## config.mk

```make
export PLATFORM = sky130hd
export DESIGN_NAME = i2c_master_top
export DESIGN_NICKNAME = d
export VERILOG_FILES = /design/src/i2c_pkg.sv /design/src/i2c_master_top.sv /design/src/i2c_csr.sv /design/src/i2c_master_fsm.sv /design/src/i2c_byte_shifter.sv /design/src/i2c_scl_timer.sv
export SDC_FILE = /design/constraint.sdc
export NUM_CORES = 1
export LEC_CHECK = 0
export ABC_AREA = 1
export BUFFER_PORTS_ARGS = -buffer_cell sky130_fd_sc_hd__buf_2
export CAP_MARGIN = 10
export CORE_ASPECT_RATIO = 0.75
export CORE_MARGIN = 2
export CORE_UTILIZATION = 35
export CTS_BUF_LIST = sky130_fd_sc_hd__clkbuf_4 sky130_fd_sc_hd__clkbuf_8 sky130_fd_sc_hd__clkbuf_16
export CTS_CLUSTER_DIAMETER = 60
export DETAILED_ROUTE_END_ITERATION = 8
export PLACE_DENSITY = 0.49
export SYNTH_ARGS = -nofsm -noshare
export SYNTH_HDL_FRONTEND = slang
export SYNTH_SLANG_ARGS = --single-unit
export TNS_END_PERCENT = 1
```

## constraint.sdc

```tcl
create_clock -name i_clk -period 10.3 [get_ports i_clk]
set_clock_uncertainty 0.2 [all_clocks]
set_input_delay 0.515 -clock i_clk [delete_from_list [all_inputs] [get_ports i_clk]]
set_output_delay 0.515 -clock i_clk [all_outputs]
set_load 0.03 [all_outputs]
```

## src/i2c_pkg.sv

```systemverilog
package i2c_pkg;

    // Register word offsets
    localparam logic [1:0] REG_SCLDIV  = 2'd0;   // Divider and setup point
    localparam logic [1:0] REG_CTRL    = 2'd1;   // Control and status
    localparam logic [1:0] REG_ADDR    = 2'd2;   // Slave address, direction, count
    localparam logic [1:0] REG_PAYLOAD = 2'd3;   // Up to four data bytes

    typedef enum logic [3:0] {
        ST_IDLE          = 4'd0,
        ST_START         = 4'd1,
        ST_HEADER        = 4'd2,
        ST_ACK_HEADER    = 4'd3,
        ST_TX_DATA       = 4'd4,
        ST_WAIT_ACK_DATA = 4'd5,
        ST_RX_DATA       = 4'd6,
        ST_ACK_DATA      = 4'd7,
        ST_STOP          = 4'd8
    } fsm_state_e;

    // Shift register commands issued by the FSM
    typedef enum logic [2:0] {
        SH_NONE       = 3'd0,
        SH_LOAD_HDR   = 3'd1,
        SH_LOAD_DATA  = 3'd2,
        SH_SHIFT      = 3'd3,
        SH_DRIVE_LOW  = 3'd4,
        SH_DRIVE_HIGH = 3'd5,
        SH_PUSH_RX    = 3'd6
    } shift_op_e;

    typedef struct packed {
        logic [1:0]  addr;
        logic        write;
        logic [31:0] wdata;
    } reg_req_t;

    typedef struct packed {
        logic [31:0] rdata;
        logic        err;
    } reg_resp_t;

    typedef struct packed {
        logic [6:0] addr;
        logic       r_nw;
        logic [3:0] byte_cnt;
    } xfer_cfg_t;

    typedef struct packed {
        fsm_state_e state;
        logic       err_hdr;
        logic       err_data;
    } xfer_status_t;

endpackage
```

## src/i2c_master_top.sv

```systemverilog
`timescale 1ns/1ps

module i2c_master_top import i2c_pkg::*; #(
    parameter int DIV_W = 16
) (
    input  logic      i_clk,
    input  logic      i_nrst,
    input  logic      i_req_valid,
    output logic      o_req_ready,
    input  reg_req_t  i_req,
    output logic      o_resp_valid,
    input  logic      i_resp_ready,
    output reg_resp_t o_resp,
    output logic      o_scl,
    output logic      o_sda,
    output logic      o_sda_oe,     // High while the master drives SDA
    input  logic      i_sda,
    output logic      o_irq,
    output logic      o_nreset      // Reset for the downstream slave mux
);

    logic [DIV_W-1:0] scaler;
    logic [DIV_W-1:0] setup;
    xfer_cfg_t        cfg;
    xfer_status_t     status;
    shift_op_e        op;
    logic             start, done, run;
    logic             change, latch;
    logic             pay_we;
    logic [31:0]      pay_wdata;
    logic [31:0]      payload;

    i2c_csr #(.DIV_W(DIV_W)) u_csr (
        .i_clk        (i_clk),
        .i_nrst       (i_nrst),
        .i_req_valid  (i_req_valid),
        .i_req        (i_req),
        .i_resp_ready (i_resp_ready),
        .i_payload    (payload),
        .i_status     (status),
        .i_done       (done),
        .i_sda        (i_sda),
        .o_req_ready  (o_req_ready),
        .o_resp_valid (o_resp_valid),
        .o_resp       (o_resp),
        .o_scaler     (scaler),
        .o_setup      (setup),
        .o_cfg        (cfg),
        .o_start      (start),
        .o_pay_we     (pay_we),
        .o_pay_wdata  (pay_wdata),
        .o_irq        (o_irq),
        .o_nreset     (o_nreset)
    );

    i2c_scl_timer #(.DIV_W(DIV_W)) u_timer (
        .i_clk    (i_clk),
        .i_nrst   (i_nrst),
        .i_scaler (scaler),
        .i_setup  (setup),
        .i_run    (run),
        .o_scl    (o_scl),
        .o_change (change),
        .o_latch  (latch)
    );

    i2c_byte_shifter u_shifter (
        .i_clk       (i_clk),
        .i_nrst      (i_nrst),
        .i_op        (op),
        .i_cfg       (cfg),
        .i_latch     (latch),
        .i_sda       (i_sda),
        .i_pay_we    (pay_we),
        .i_pay_wdata (pay_wdata),
        .o_sda       (o_sda),
        .o_payload   (payload)
    );

    i2c_master_fsm u_fsm (
        .i_clk    (i_clk),
        .i_nrst   (i_nrst),
        .i_start  (start),
        .i_cfg    (cfg),
        .i_change (change),
        .i_latch  (latch),
        .i_sda    (i_sda),
        .o_op     (op),
        .o_sda_oe (o_sda_oe),
        .o_run    (run),
        .o_done   (done),
        .o_status (status)
    );

endmodule

```

## src/i2c_csr.sv

```systemverilog
`timescale 1ns/1ps

module i2c_csr import i2c_pkg::*; #(
    parameter int DIV_W = 16
) (
    input  logic             i_clk,
    input  logic             i_nrst,
    input  logic             i_req_valid,
    input  reg_req_t         i_req,
    input  logic             i_resp_ready,
    input  logic [31:0]      i_payload,
    input  xfer_status_t     i_status,
    input  logic             i_done,
    input  logic             i_sda,
    output logic             o_req_ready,
    output logic             o_resp_valid,
    output reg_resp_t        o_resp,
    output logic [DIV_W-1:0] o_scaler,
    output logic [DIV_W-1:0] o_setup,
    output xfer_cfg_t        o_cfg,
    output logic             o_start,
    output logic             o_pay_we,
    output logic [31:0]      o_pay_wdata,
    output logic             o_irq,
    output logic             o_nreset
);

    logic [DIV_W-1:0] scaler;
    logic [DIV_W-1:0] setup;
    xfer_cfg_t        cfg;
    logic             start;
    logic             ie, irq, nreset;
    logic             err_hdr, err_data;
    logic             resp_valid;
    logic [31:0]      resp_rdata;
    logic [31:0]      rdata;
    logic             accept;

    // One request in flight at most
    assign o_req_ready = !resp_valid || i_resp_ready;
    assign accept      = i_req_valid && o_req_ready;

    always_comb begin
        rdata = '0;
        case (i_req.addr)
            REG_SCLDIV: begin
                rdata[DIV_W-1:0]  = scaler;
                rdata[16 +: DIV_W] = setup;
            end
            REG_CTRL: begin
                rdata[3:0] = i_status.state;
                rdata[8]   = i_sda;
                rdata[9]   = err_hdr;
                rdata[10]  = err_data;
                rdata[12]  = ie;
                rdata[13]  = irq;
                rdata[16]  = nreset;
            end
            REG_ADDR: begin
                rdata[31]    = cfg.r_nw;
                rdata[19:16] = cfg.byte_cnt;
                rdata[6:0]   = cfg.addr;
            end
            REG_PAYLOAD: rdata = i_payload;
            default:     rdata = '0;
        endcase
    end

    always_ff @(posedge i_clk or negedge i_nrst) begin
        if (!i_nrst) begin
            scaler     <= '0;
            setup      <= '0;
            cfg        <= '0;
            start      <= 1'b0;
            ie         <= 1'b0;
            irq        <= 1'b0;
            nreset     <= 1'b0;
            err_hdr    <= 1'b0;
            err_data   <= 1'b0;
            resp_valid <= 1'b0;
        end else begin
            start <= 1'b0;
            if (accept) begin
                resp_valid <= 1'b1;
            end else if (i_resp_ready) begin
                resp_valid <= 1'b0;
            end
            if (accept && !i_req.write && i_req.addr == REG_CTRL) begin
                irq <= 1'b0;                        // Cleared by a CTRL read
            end
            if (accept && i_req.write) begin
                case (i_req.addr)
                    REG_SCLDIV: begin
                        scaler <= i_req.wdata[DIV_W-1:0];
                        setup  <= i_req.wdata[16 +: DIV_W];
                    end
                    REG_CTRL: begin
                        err_hdr  <= 1'b0;
                        err_data <= 1'b0;
                        ie       <= i_req.wdata[12];
                        if (i_req.wdata[16]) begin
                            nreset <= 1'b1;
                        end else if (i_req.wdata[17]) begin
                            nreset <= 1'b0;
                        end
                    end
                    REG_ADDR: begin
                        if (i_status.state == ST_IDLE && !start) begin   // Dropped while busy
                            cfg   <= '{addr: i_req.wdata[6:0], r_nw: i_req.wdata[31],
                                       byte_cnt: i_req.wdata[19:16]};
                            start <= 1'b1;
                        end
                    end
                    default: ;
                endcase
            end
            if (i_done) begin
                if (ie) begin
                    irq <= 1'b1;
                end
                err_hdr  <= err_hdr | i_status.err_hdr;
                err_data <= err_data | i_status.err_data;
            end
        end
    end

    // Read data captured before the write lands
    always_ff @(posedge i_clk) begin
        if (accept) begin
            resp_rdata <= rdata;
        end
    end

    assign o_resp_valid = resp_valid;
    assign o_resp       = '{rdata: resp_rdata, err: 1'b0};
    assign o_scaler     = scaler;
    assign o_setup      = setup;
    assign o_cfg        = cfg;
    assign o_start      = start;
    assign o_pay_we     = accept && i_req.write && (i_req.addr == REG_PAYLOAD);
    assign o_pay_wdata  = i_req.wdata;
    assign o_irq        = irq;
    assign o_nreset     = nreset;

endmodule

```

## src/i2c_master_fsm.sv

```systemverilog
`timescale 1ns/1ps

module i2c_master_fsm import i2c_pkg::*; (
    input  logic         i_clk,
    input  logic         i_nrst,
    input  logic         i_start,
    input  xfer_cfg_t    i_cfg,
    input  logic         i_change,
    input  logic         i_latch,
    input  logic         i_sda,
    output shift_op_e    o_op,
    output logic         o_sda_oe,
    output logic         o_run,
    output logic         o_done,
    output xfer_status_t o_status
);

    fsm_state_e state, state_d;
    logic [2:0] bit_cnt, bit_cnt_d;
    logic [3:0] byte_cnt, byte_cnt_d;
    logic       ack, ack_d;
    logic       sda_oe, sda_oe_d;
    logic       err_hdr, err_hdr_d;
    logic       err_data, err_data_d;
    logic       done;
    shift_op_e  op;

    always_comb begin
        state_d    = state;
        bit_cnt_d  = bit_cnt;
        byte_cnt_d = byte_cnt;
        ack_d      = ack;
        sda_oe_d   = sda_oe;
        err_hdr_d  = err_hdr;
        err_data_d = err_data;
        op         = i_change ? SH_SHIFT : SH_NONE;

        case (state)
            ST_IDLE: begin
                op       = SH_DRIVE_HIGH;
                sda_oe_d = 1'b1;
                if (i_start) begin
                    op         = SH_LOAD_HDR;   // SDA falls while SCL high
                    byte_cnt_d = i_cfg.byte_cnt;
                    err_hdr_d  = 1'b0;
                    err_data_d = 1'b0;
                    state_d    = ST_START;
                end
            end
            ST_START: begin
                if (i_change) begin
                    bit_cnt_d = 3'd7;
                    state_d   = ST_HEADER;
                end
            end
            ST_HEADER: begin
                if (i_change) begin
                    if (bit_cnt == 3'd0) begin
                        sda_oe_d = 1'b0;         // Release for slave ACK
                        state_d  = ST_ACK_HEADER;
                    end else begin
                        bit_cnt_d = bit_cnt - 1'b1;
                    end
                end
            end
            ST_ACK_HEADER: begin
                if (i_latch) begin
                    ack_d = i_sda;
                end
                if (i_change) begin
                    if (ack || byte_cnt == 4'd0) begin
                        err_hdr_d = ack;
                        op        = SH_DRIVE_LOW;
                        sda_oe_d  = 1'b1;
                        state_d   = ST_STOP;
                    end else begin
                        bit_cnt_d = 3'd7;
                        sda_oe_d  = ~i_cfg.r_nw;
                        state_d   = i_cfg.r_nw ? ST_RX_DATA : ST_TX_DATA;
                    end
                end
            end
            ST_TX_DATA: begin
                if (i_change) begin
                    if (bit_cnt == 3'd0) begin
                        op         = SH_DRIVE_LOW;   // Low ahead of a possible STOP
                        sda_oe_d   = 1'b0;
                        byte_cnt_d = byte_cnt - 1'b1;
                        state_d    = ST_WAIT_ACK_DATA;
                    end else begin
                        bit_cnt_d = bit_cnt - 1'b1;
                    end
                end
            end
            ST_WAIT_ACK_DATA: begin
                if (i_latch) begin
                    ack_d = i_sda;
                end
                if (i_change) begin
                    sda_oe_d = 1'b1;
                    if (ack || byte_cnt == 4'd0) begin
                        err_data_d = ack;
                        op         = SH_DRIVE_LOW;
                        state_d    = ST_STOP;
                    end else begin
                        bit_cnt_d = 3'd7;
                        op        = SH_LOAD_DATA;
                        state_d   = ST_TX_DATA;
                    end
                end
            end
            ST_RX_DATA: begin
                if (i_change) begin
                    if (bit_cnt == 3'd0) begin
                        sda_oe_d   = 1'b1;
                        byte_cnt_d = byte_cnt - 1'b1;
                        // Last byte gets NACK
                        op         = (byte_cnt > 4'd1) ? SH_DRIVE_LOW : SH_DRIVE_HIGH;
                        state_d    = ST_ACK_DATA;
                    end else begin
                        bit_cnt_d = bit_cnt - 1'b1;
                    end
                end
            end
            ST_ACK_DATA: begin
                if (i_latch) begin
                    op = SH_PUSH_RX;      // rx_byte still holds the 8 data bits
                end
                if (i_change) begin
                    if (byte_cnt == 4'd0) begin
                        op      = SH_DRIVE_LOW;
                        state_d = ST_STOP;
                    end else begin
                        bit_cnt_d = 3'd7;
                        sda_oe_d  = 1'b0;
                        op        = SH_DRIVE_HIGH;
                        state_d   = ST_RX_DATA;
                    end
                end
            end
            ST_STOP: begin
                if (i_latch) begin
                    op      = SH_DRIVE_HIGH;    // SDA rises while SCL high
                    state_d = ST_IDLE;
                end
            end
            default: state_d = ST_IDLE;
        endcase
    end

    always_ff @(posedge i_clk or negedge i_nrst) begin
        if (!i_nrst) begin
            state    <= ST_IDLE;
            bit_cnt  <= '0;
            byte_cnt <= '0;
            ack      <= 1'b1;
            sda_oe   <= 1'b1;
            err_hdr  <= 1'b0;
            err_data <= 1'b0;
            done     <= 1'b0;
        end else begin
            state    <= state_d;
            bit_cnt  <= bit_cnt_d;
            byte_cnt <= byte_cnt_d;
            ack      <= ack_d;
            sda_oe   <= sda_oe_d;
            err_hdr  <= err_hdr_d;
            err_data <= err_data_d;
            done     <= (state == ST_STOP) && i_latch;
        end
    end

    assign o_op     = op;
    assign o_sda_oe = sda_oe;
    assign o_run    = (state != ST_IDLE);
    assign o_done   = done;
    assign o_status = '{state: state, err_hdr: err_hdr, err_data: err_data};

    // The register block holds back starts while a transfer runs
    a_start_only_idle: assert property (
        @(posedge i_clk) disable iff (!i_nrst) i_start |-> state == ST_IDLE)
        else $error("start seen while busy");

    // A wrap from 0 to 7 must be a reload, never a decrement
    a_bit_cnt_no_underflow: assert property (
        @(posedge i_clk) disable iff (!i_nrst)
        ($past(bit_cnt) == 3'd0 && bit_cnt == 3'd7) |->
        ($past(state) inside {ST_START, ST_ACK_HEADER, ST_WAIT_ACK_DATA, ST_ACK_DATA}))
        else $error("bit counter underflow");

endmodule

```

## src/i2c_byte_shifter.sv

```systemverilog
`timescale 1ns/1ps

module i2c_byte_shifter import i2c_pkg::*; (
    input  logic        i_clk,
    input  logic        i_nrst,
    input  shift_op_e   i_op,
    input  xfer_cfg_t   i_cfg,
    input  logic        i_latch,
    input  logic        i_sda,
    input  logic        i_pay_we,
    input  logic [31:0] i_pay_wdata,
    output logic        o_sda,
    output logic [31:0] o_payload
);

    logic [18:0] shreg;      // MSB is the line value
    logic [7:0]  rx_byte;
    logic [31:0] payload;

    assign o_sda     = shreg[18];
    assign o_payload = payload;

    always_ff @(posedge i_clk or negedge i_nrst) begin
        if (!i_nrst) begin
            shreg <= '1;
        end else begin
            case (i_op)
                SH_LOAD_HDR:   shreg <= {1'b0, i_cfg.addr, i_cfg.r_nw, 1'b0, payload[7:0], 1'b1};
                SH_LOAD_DATA:  shreg <= {payload[7:0], 11'h7FF};
                SH_SHIFT:      shreg <= {shreg[17:0], 1'b1};
                SH_DRIVE_LOW:  shreg <= '0;
                SH_DRIVE_HIGH: shreg <= '1;
                default:       shreg <= shreg;
            endcase
        end
    end

    // Receive bits arrive MSB first
    always_ff @(posedge i_clk) begin
        if (i_latch) begin
            rx_byte <= {rx_byte[6:0], i_sda};
        end
    end

    always_ff @(posedge i_clk) begin
        if (i_pay_we) begin
            payload <= i_pay_wdata;                 // Host write has priority
        end else begin
            case (i_op)
                SH_LOAD_HDR,
                SH_LOAD_DATA: payload <= {8'd0, payload[31:8]};    // Pop low byte
                SH_PUSH_RX:   payload <= {payload[23:0], rx_byte};
                default:      payload <= payload;
            endcase
        end
    end

endmodule

```

## src/i2c_scl_timer.sv

```systemverilog
`timescale 1ns/1ps

module i2c_scl_timer #(
    parameter int DIV_W = 16
) (
    input  logic             i_clk,
    input  logic             i_nrst,
    input  logic [DIV_W-1:0] i_scaler,   // Cycles per SCL half period
    input  logic [DIV_W-1:0] i_setup,    // Strobe point inside each half
    input  logic             i_run,
    output logic             o_scl,
    output logic             o_change,
    output logic             o_latch
);

    logic [DIV_W-1:0] cnt;
    logic             level;
    logic             active;
    logic             wrap;
    logic             at_setup;

    assign active   = i_run && (i_scaler != '0);
    assign wrap     = (cnt == i_scaler - 1'b1);
    assign at_setup = active && !wrap && (cnt == i_setup);

    // SDA may only move while SCL is low
    assign o_change = at_setup && !level;
    assign o_latch  = at_setup && level;
    assign o_scl    = level;

    always_ff @(posedge i_clk or negedge i_nrst) begin
        if (!i_nrst) begin
            cnt   <= '0;
            level <= 1'b1;
        end else if (!i_run) begin
            cnt   <= '0;           // Bus idle, SCL parked high
            level <= 1'b1;
        end else if (i_scaler != '0) begin
            if (wrap) begin
                cnt   <= '0;
                level <= ~level;
            end else begin
                cnt <= cnt + 1'b1;
            end
        end
    end

    // Each strobe lasts a single clock
    a_strobes_single: assert property (
        @(posedge i_clk) disable iff (!i_nrst)
        (o_change || o_latch) |=> !(o_change || o_latch))
        else $error("strobe longer than one cycle");

endmodule

```

==> impl_metrics.ini <==
[setup_path]
required_ns = 10.48
path_class = flip-flop to flip-flop
r2r_setup_slack_ns = 6.05
cp-end-kind = flip-flop
cp_max_fo = 34
cp.arrival_ns = 4.43
cp-start-kind = flip-flop

[timing]
worstMarginPinSlew_ns = 1.114
setup_tns_ns = 0
setup_viol = 0
timing_hold_violations_final = 0
max_freq_ghz = 0.2355
setup_slack_ns = 6.054
drv_slew = 0
relSlewSlack_pct = 25.46
period_needed_ns = 4.246
rsz0062_at_grt = false
period_share_pct = 41.22

[drt]
drc = 0
drt_first_iter_violations = 746
wire_per_inst_um = 19.32
vias = 8536
dr.pass1.iters = 5
antenna_left = 0
routed_wirelength_mm = 31.68
avgViaCountPerCell = 5.205

[synth]
yosysUniqueCellTypes = 52
synth_area_leaders = edfxtp_1 22%, dfrtp_1 21%, nand2_1 11%
synth_seq_cells = 175
synth_edf_count = 72
synthAdderAreaFrac_pct = 1.649
netlist_instances = 1207
synth_compound_area_share_pct = 11.91
syn_area_per_cell_um2 = 8.171
ys_seq_area_share_pct = 48.34
synth.area.mux_share_pct = 0.2284
synth_top_family_by_area = simple AND/OR/NAND/NOR gates
synth_simple_gate_area_share_pct = 26.55
yosys_warnings = 0
synth-async-reset-ratio_pct = 58.86
syn_area_um2 = 9862
ys_dominant_reg_cell = dfrtp_1
syn_nets = 1260
synth_top_area_share_pct = 21.92
yosysTopAreaCell = edfxtp_1
synthXorXnorAreaFrac_pct = 3.020

[global_routing]
grt_pass1_wl_mm = 48.94
grt_start_max_net_pins = 64
gr-total-overflow = 0
antenna_found_initial = 2
grt_pass1_vias = 8119
grt_use_total_pct = 22.33

[clock_network]
cts_inserted_buffers = 17
h-tree-depth = 4
cts_tree = done
insertion_delay_ns = 0.45
cts-resized-gates = 0
numClockSinks = 175
clk_pin_slew_ns = 0.07
cts_root_buf = clkbuf_16
cts.path.max_buffers = 2

[hold_path]
min_path_type = input pin to flip-flop

[layout]
layout_commonest_cell = nand2_1
synthToLayoutAreaGrowth_pct = 13.21
final_area_um2 = 11160
nets = 1322
finalNonFillerCells = 1640
layout-drive-gt1-share_pct = 15.52
mostFrequentLayoutCells = 292 x nand2_1, 154 x inv_1, 115 x o21ai_0

[place]
place_ws_ns = 6.095
place.port_buffers = 78
post-place-cells = 1606
place_area_um2 = 10540
dp_hpwl_mm = 23.09
routabilityCongestion = 0.8981

[status]
status = completed

[floorplanning]
core_um2 = 27850
fp.dieW_um = 197.8
start_util_pct = 35.41
die_h_um = 149.4
io_pins = 80
row_count = 53
dieArea_um2 = 29550

[power]
leakagePower_nw = 5.152
powerDensity_nw_per_um2 = 282.6
vdd_drop_max_mv = 0.1537

[flow_run]
maxCapViolations = 0
[cell usage after synthesis (10+ instances only)]
master,count
nand2_1,293
inv_1,154
o21ai_0,115
nor2_1,85
nand3_1,82
dfrtp_1,81
edfxtp_1,72
a21oi_1,44
clkbuf_1,32
nand4_1,28
o22ai_1,25
dfstp_2,22
xor2_1,22
nand2_2,19
ha_1,13
nor2_2,12
xnor2_1,12
nand3b_1,10
nor3_1,10
o211ai_1,10
[power breakdown]
| group | internal, mW | switching, mW | leakage, nW |
|---|---|---|---|
| sequential | 0.976 | 0.199 | 1.96 |
| clock | 0.390 | 0.308 | 0.305 |
| combinational | 0.401 | 0.881 | 2.89 |
[worst max-delay path, cell delays in order, from the launching register on]
cell,delay [ns]
dfrtp_1,0.40
inv_1,0.20
ha_1,0.25
nand2_2,0.14
nor2_4,0.20
nand3_1,0.08
nand2_1,0.09
inv_1,0.04
nand2_1,0.05
nor2_1,0.04
nand2_1,0.07
nor2_2,0.05
nor2_4,0.27
nand4_4,0.52
nand2_2,0.31
nor2_4,0.08
nor2_4,0.31
nand2_2,0.31
nand2_2,0.25
and2_1,0.16
nand2_1,0.05
nand2_1,0.05
nand2_1,0.04
[flip-flops by register name, summed over array words and instances (netlist names), 3 cells and up]
register             count
u_fsm.byte_cnt           4
u_shifter.o_payload     32
u_shifter.shreg         19
u_timer.cnt             16
u_shifter.rx_byte        8
u_csr.resp_rdata        32
u_csr.o_setup           16
u_csr.o_scaler          16
u_fsm.bit_cnt            3
u_csr.o_cfg             12
u_fsm.state              4
[through the flow]
stage | hold slack (ns) | utilization (%) | power [mW]
final | 0.1185 | 40.09 | 3.156
after global routing | 0.1175 | 40.08 | 3.392
after CTS | 0.1017 | 40.08 | 3.166
after detailed placement | 0.2365 | 37.84 | 2.466
after global placement | 0.2308 | 37.84 | 2.469
after floorplan | 0.01941 | - | 2.132
[metal layers]
layer  share of wire [%]  track usage, %
met3                 6.5           4.477
met4                 1.4           5.752
met2                  41           30.69
met1                  51           35.11
met5                   0               0
[final cells by class]
cell class / instances / area (um2)
fill: 2899 / 16690
sequential: 175 / 4767
multi-input combinational: 831 / 4283
inverter: 157 / 589.3
timing repair buffer: 87 / 462.9
tap: 357 / 446.7
clock buffer: 18 / 432.9
clock inverter: 14 / 180.2
antenna: 1 / 2.502
[timing repair]
| item | CTS | global route |
|---|---|---|
| hold buffers | 1 | 0 |
| hold endpoints to repair | 48 | 0 |
| setup buffers | 0 | 0 |
[logic make-up (layout without fill, tap and decap cells)]
| group | Yosys count | after routing |
|---|---|---|
| simple gates | 569 | 569 |
| compound gates | 212 | 212 |
| buf+inv | 201 | 276 |
| flops | 175 | 175 |
| xor+xnor | 34 | 34 |
| fa+ha+maj | 13 | 13 |
| mux | 2 | 2 |
| other cells | 1 | 2 |
[path summary, 6_finish.rpt]
path	start	endpoint	cells after the start
min reg2reg	u_shifter.rx_byte[1]	u_shifter.rx_byte[2]	0
min in group asynchronous	i_nrst	u_fsm.bit_cnt[0]	2
min	i_req[32]	u_csr.o_irq	3
max in group asynchronous	i_nrst	u_csr.o_setup[14]	3
max	u_csr.o_scaler[0]	u_shifter.shreg[17]	22
max reg2reg	u_csr.o_scaler[0]	u_shifter.shreg[17]	22
No activity file was read; power rests on OpenSTA's default activity.
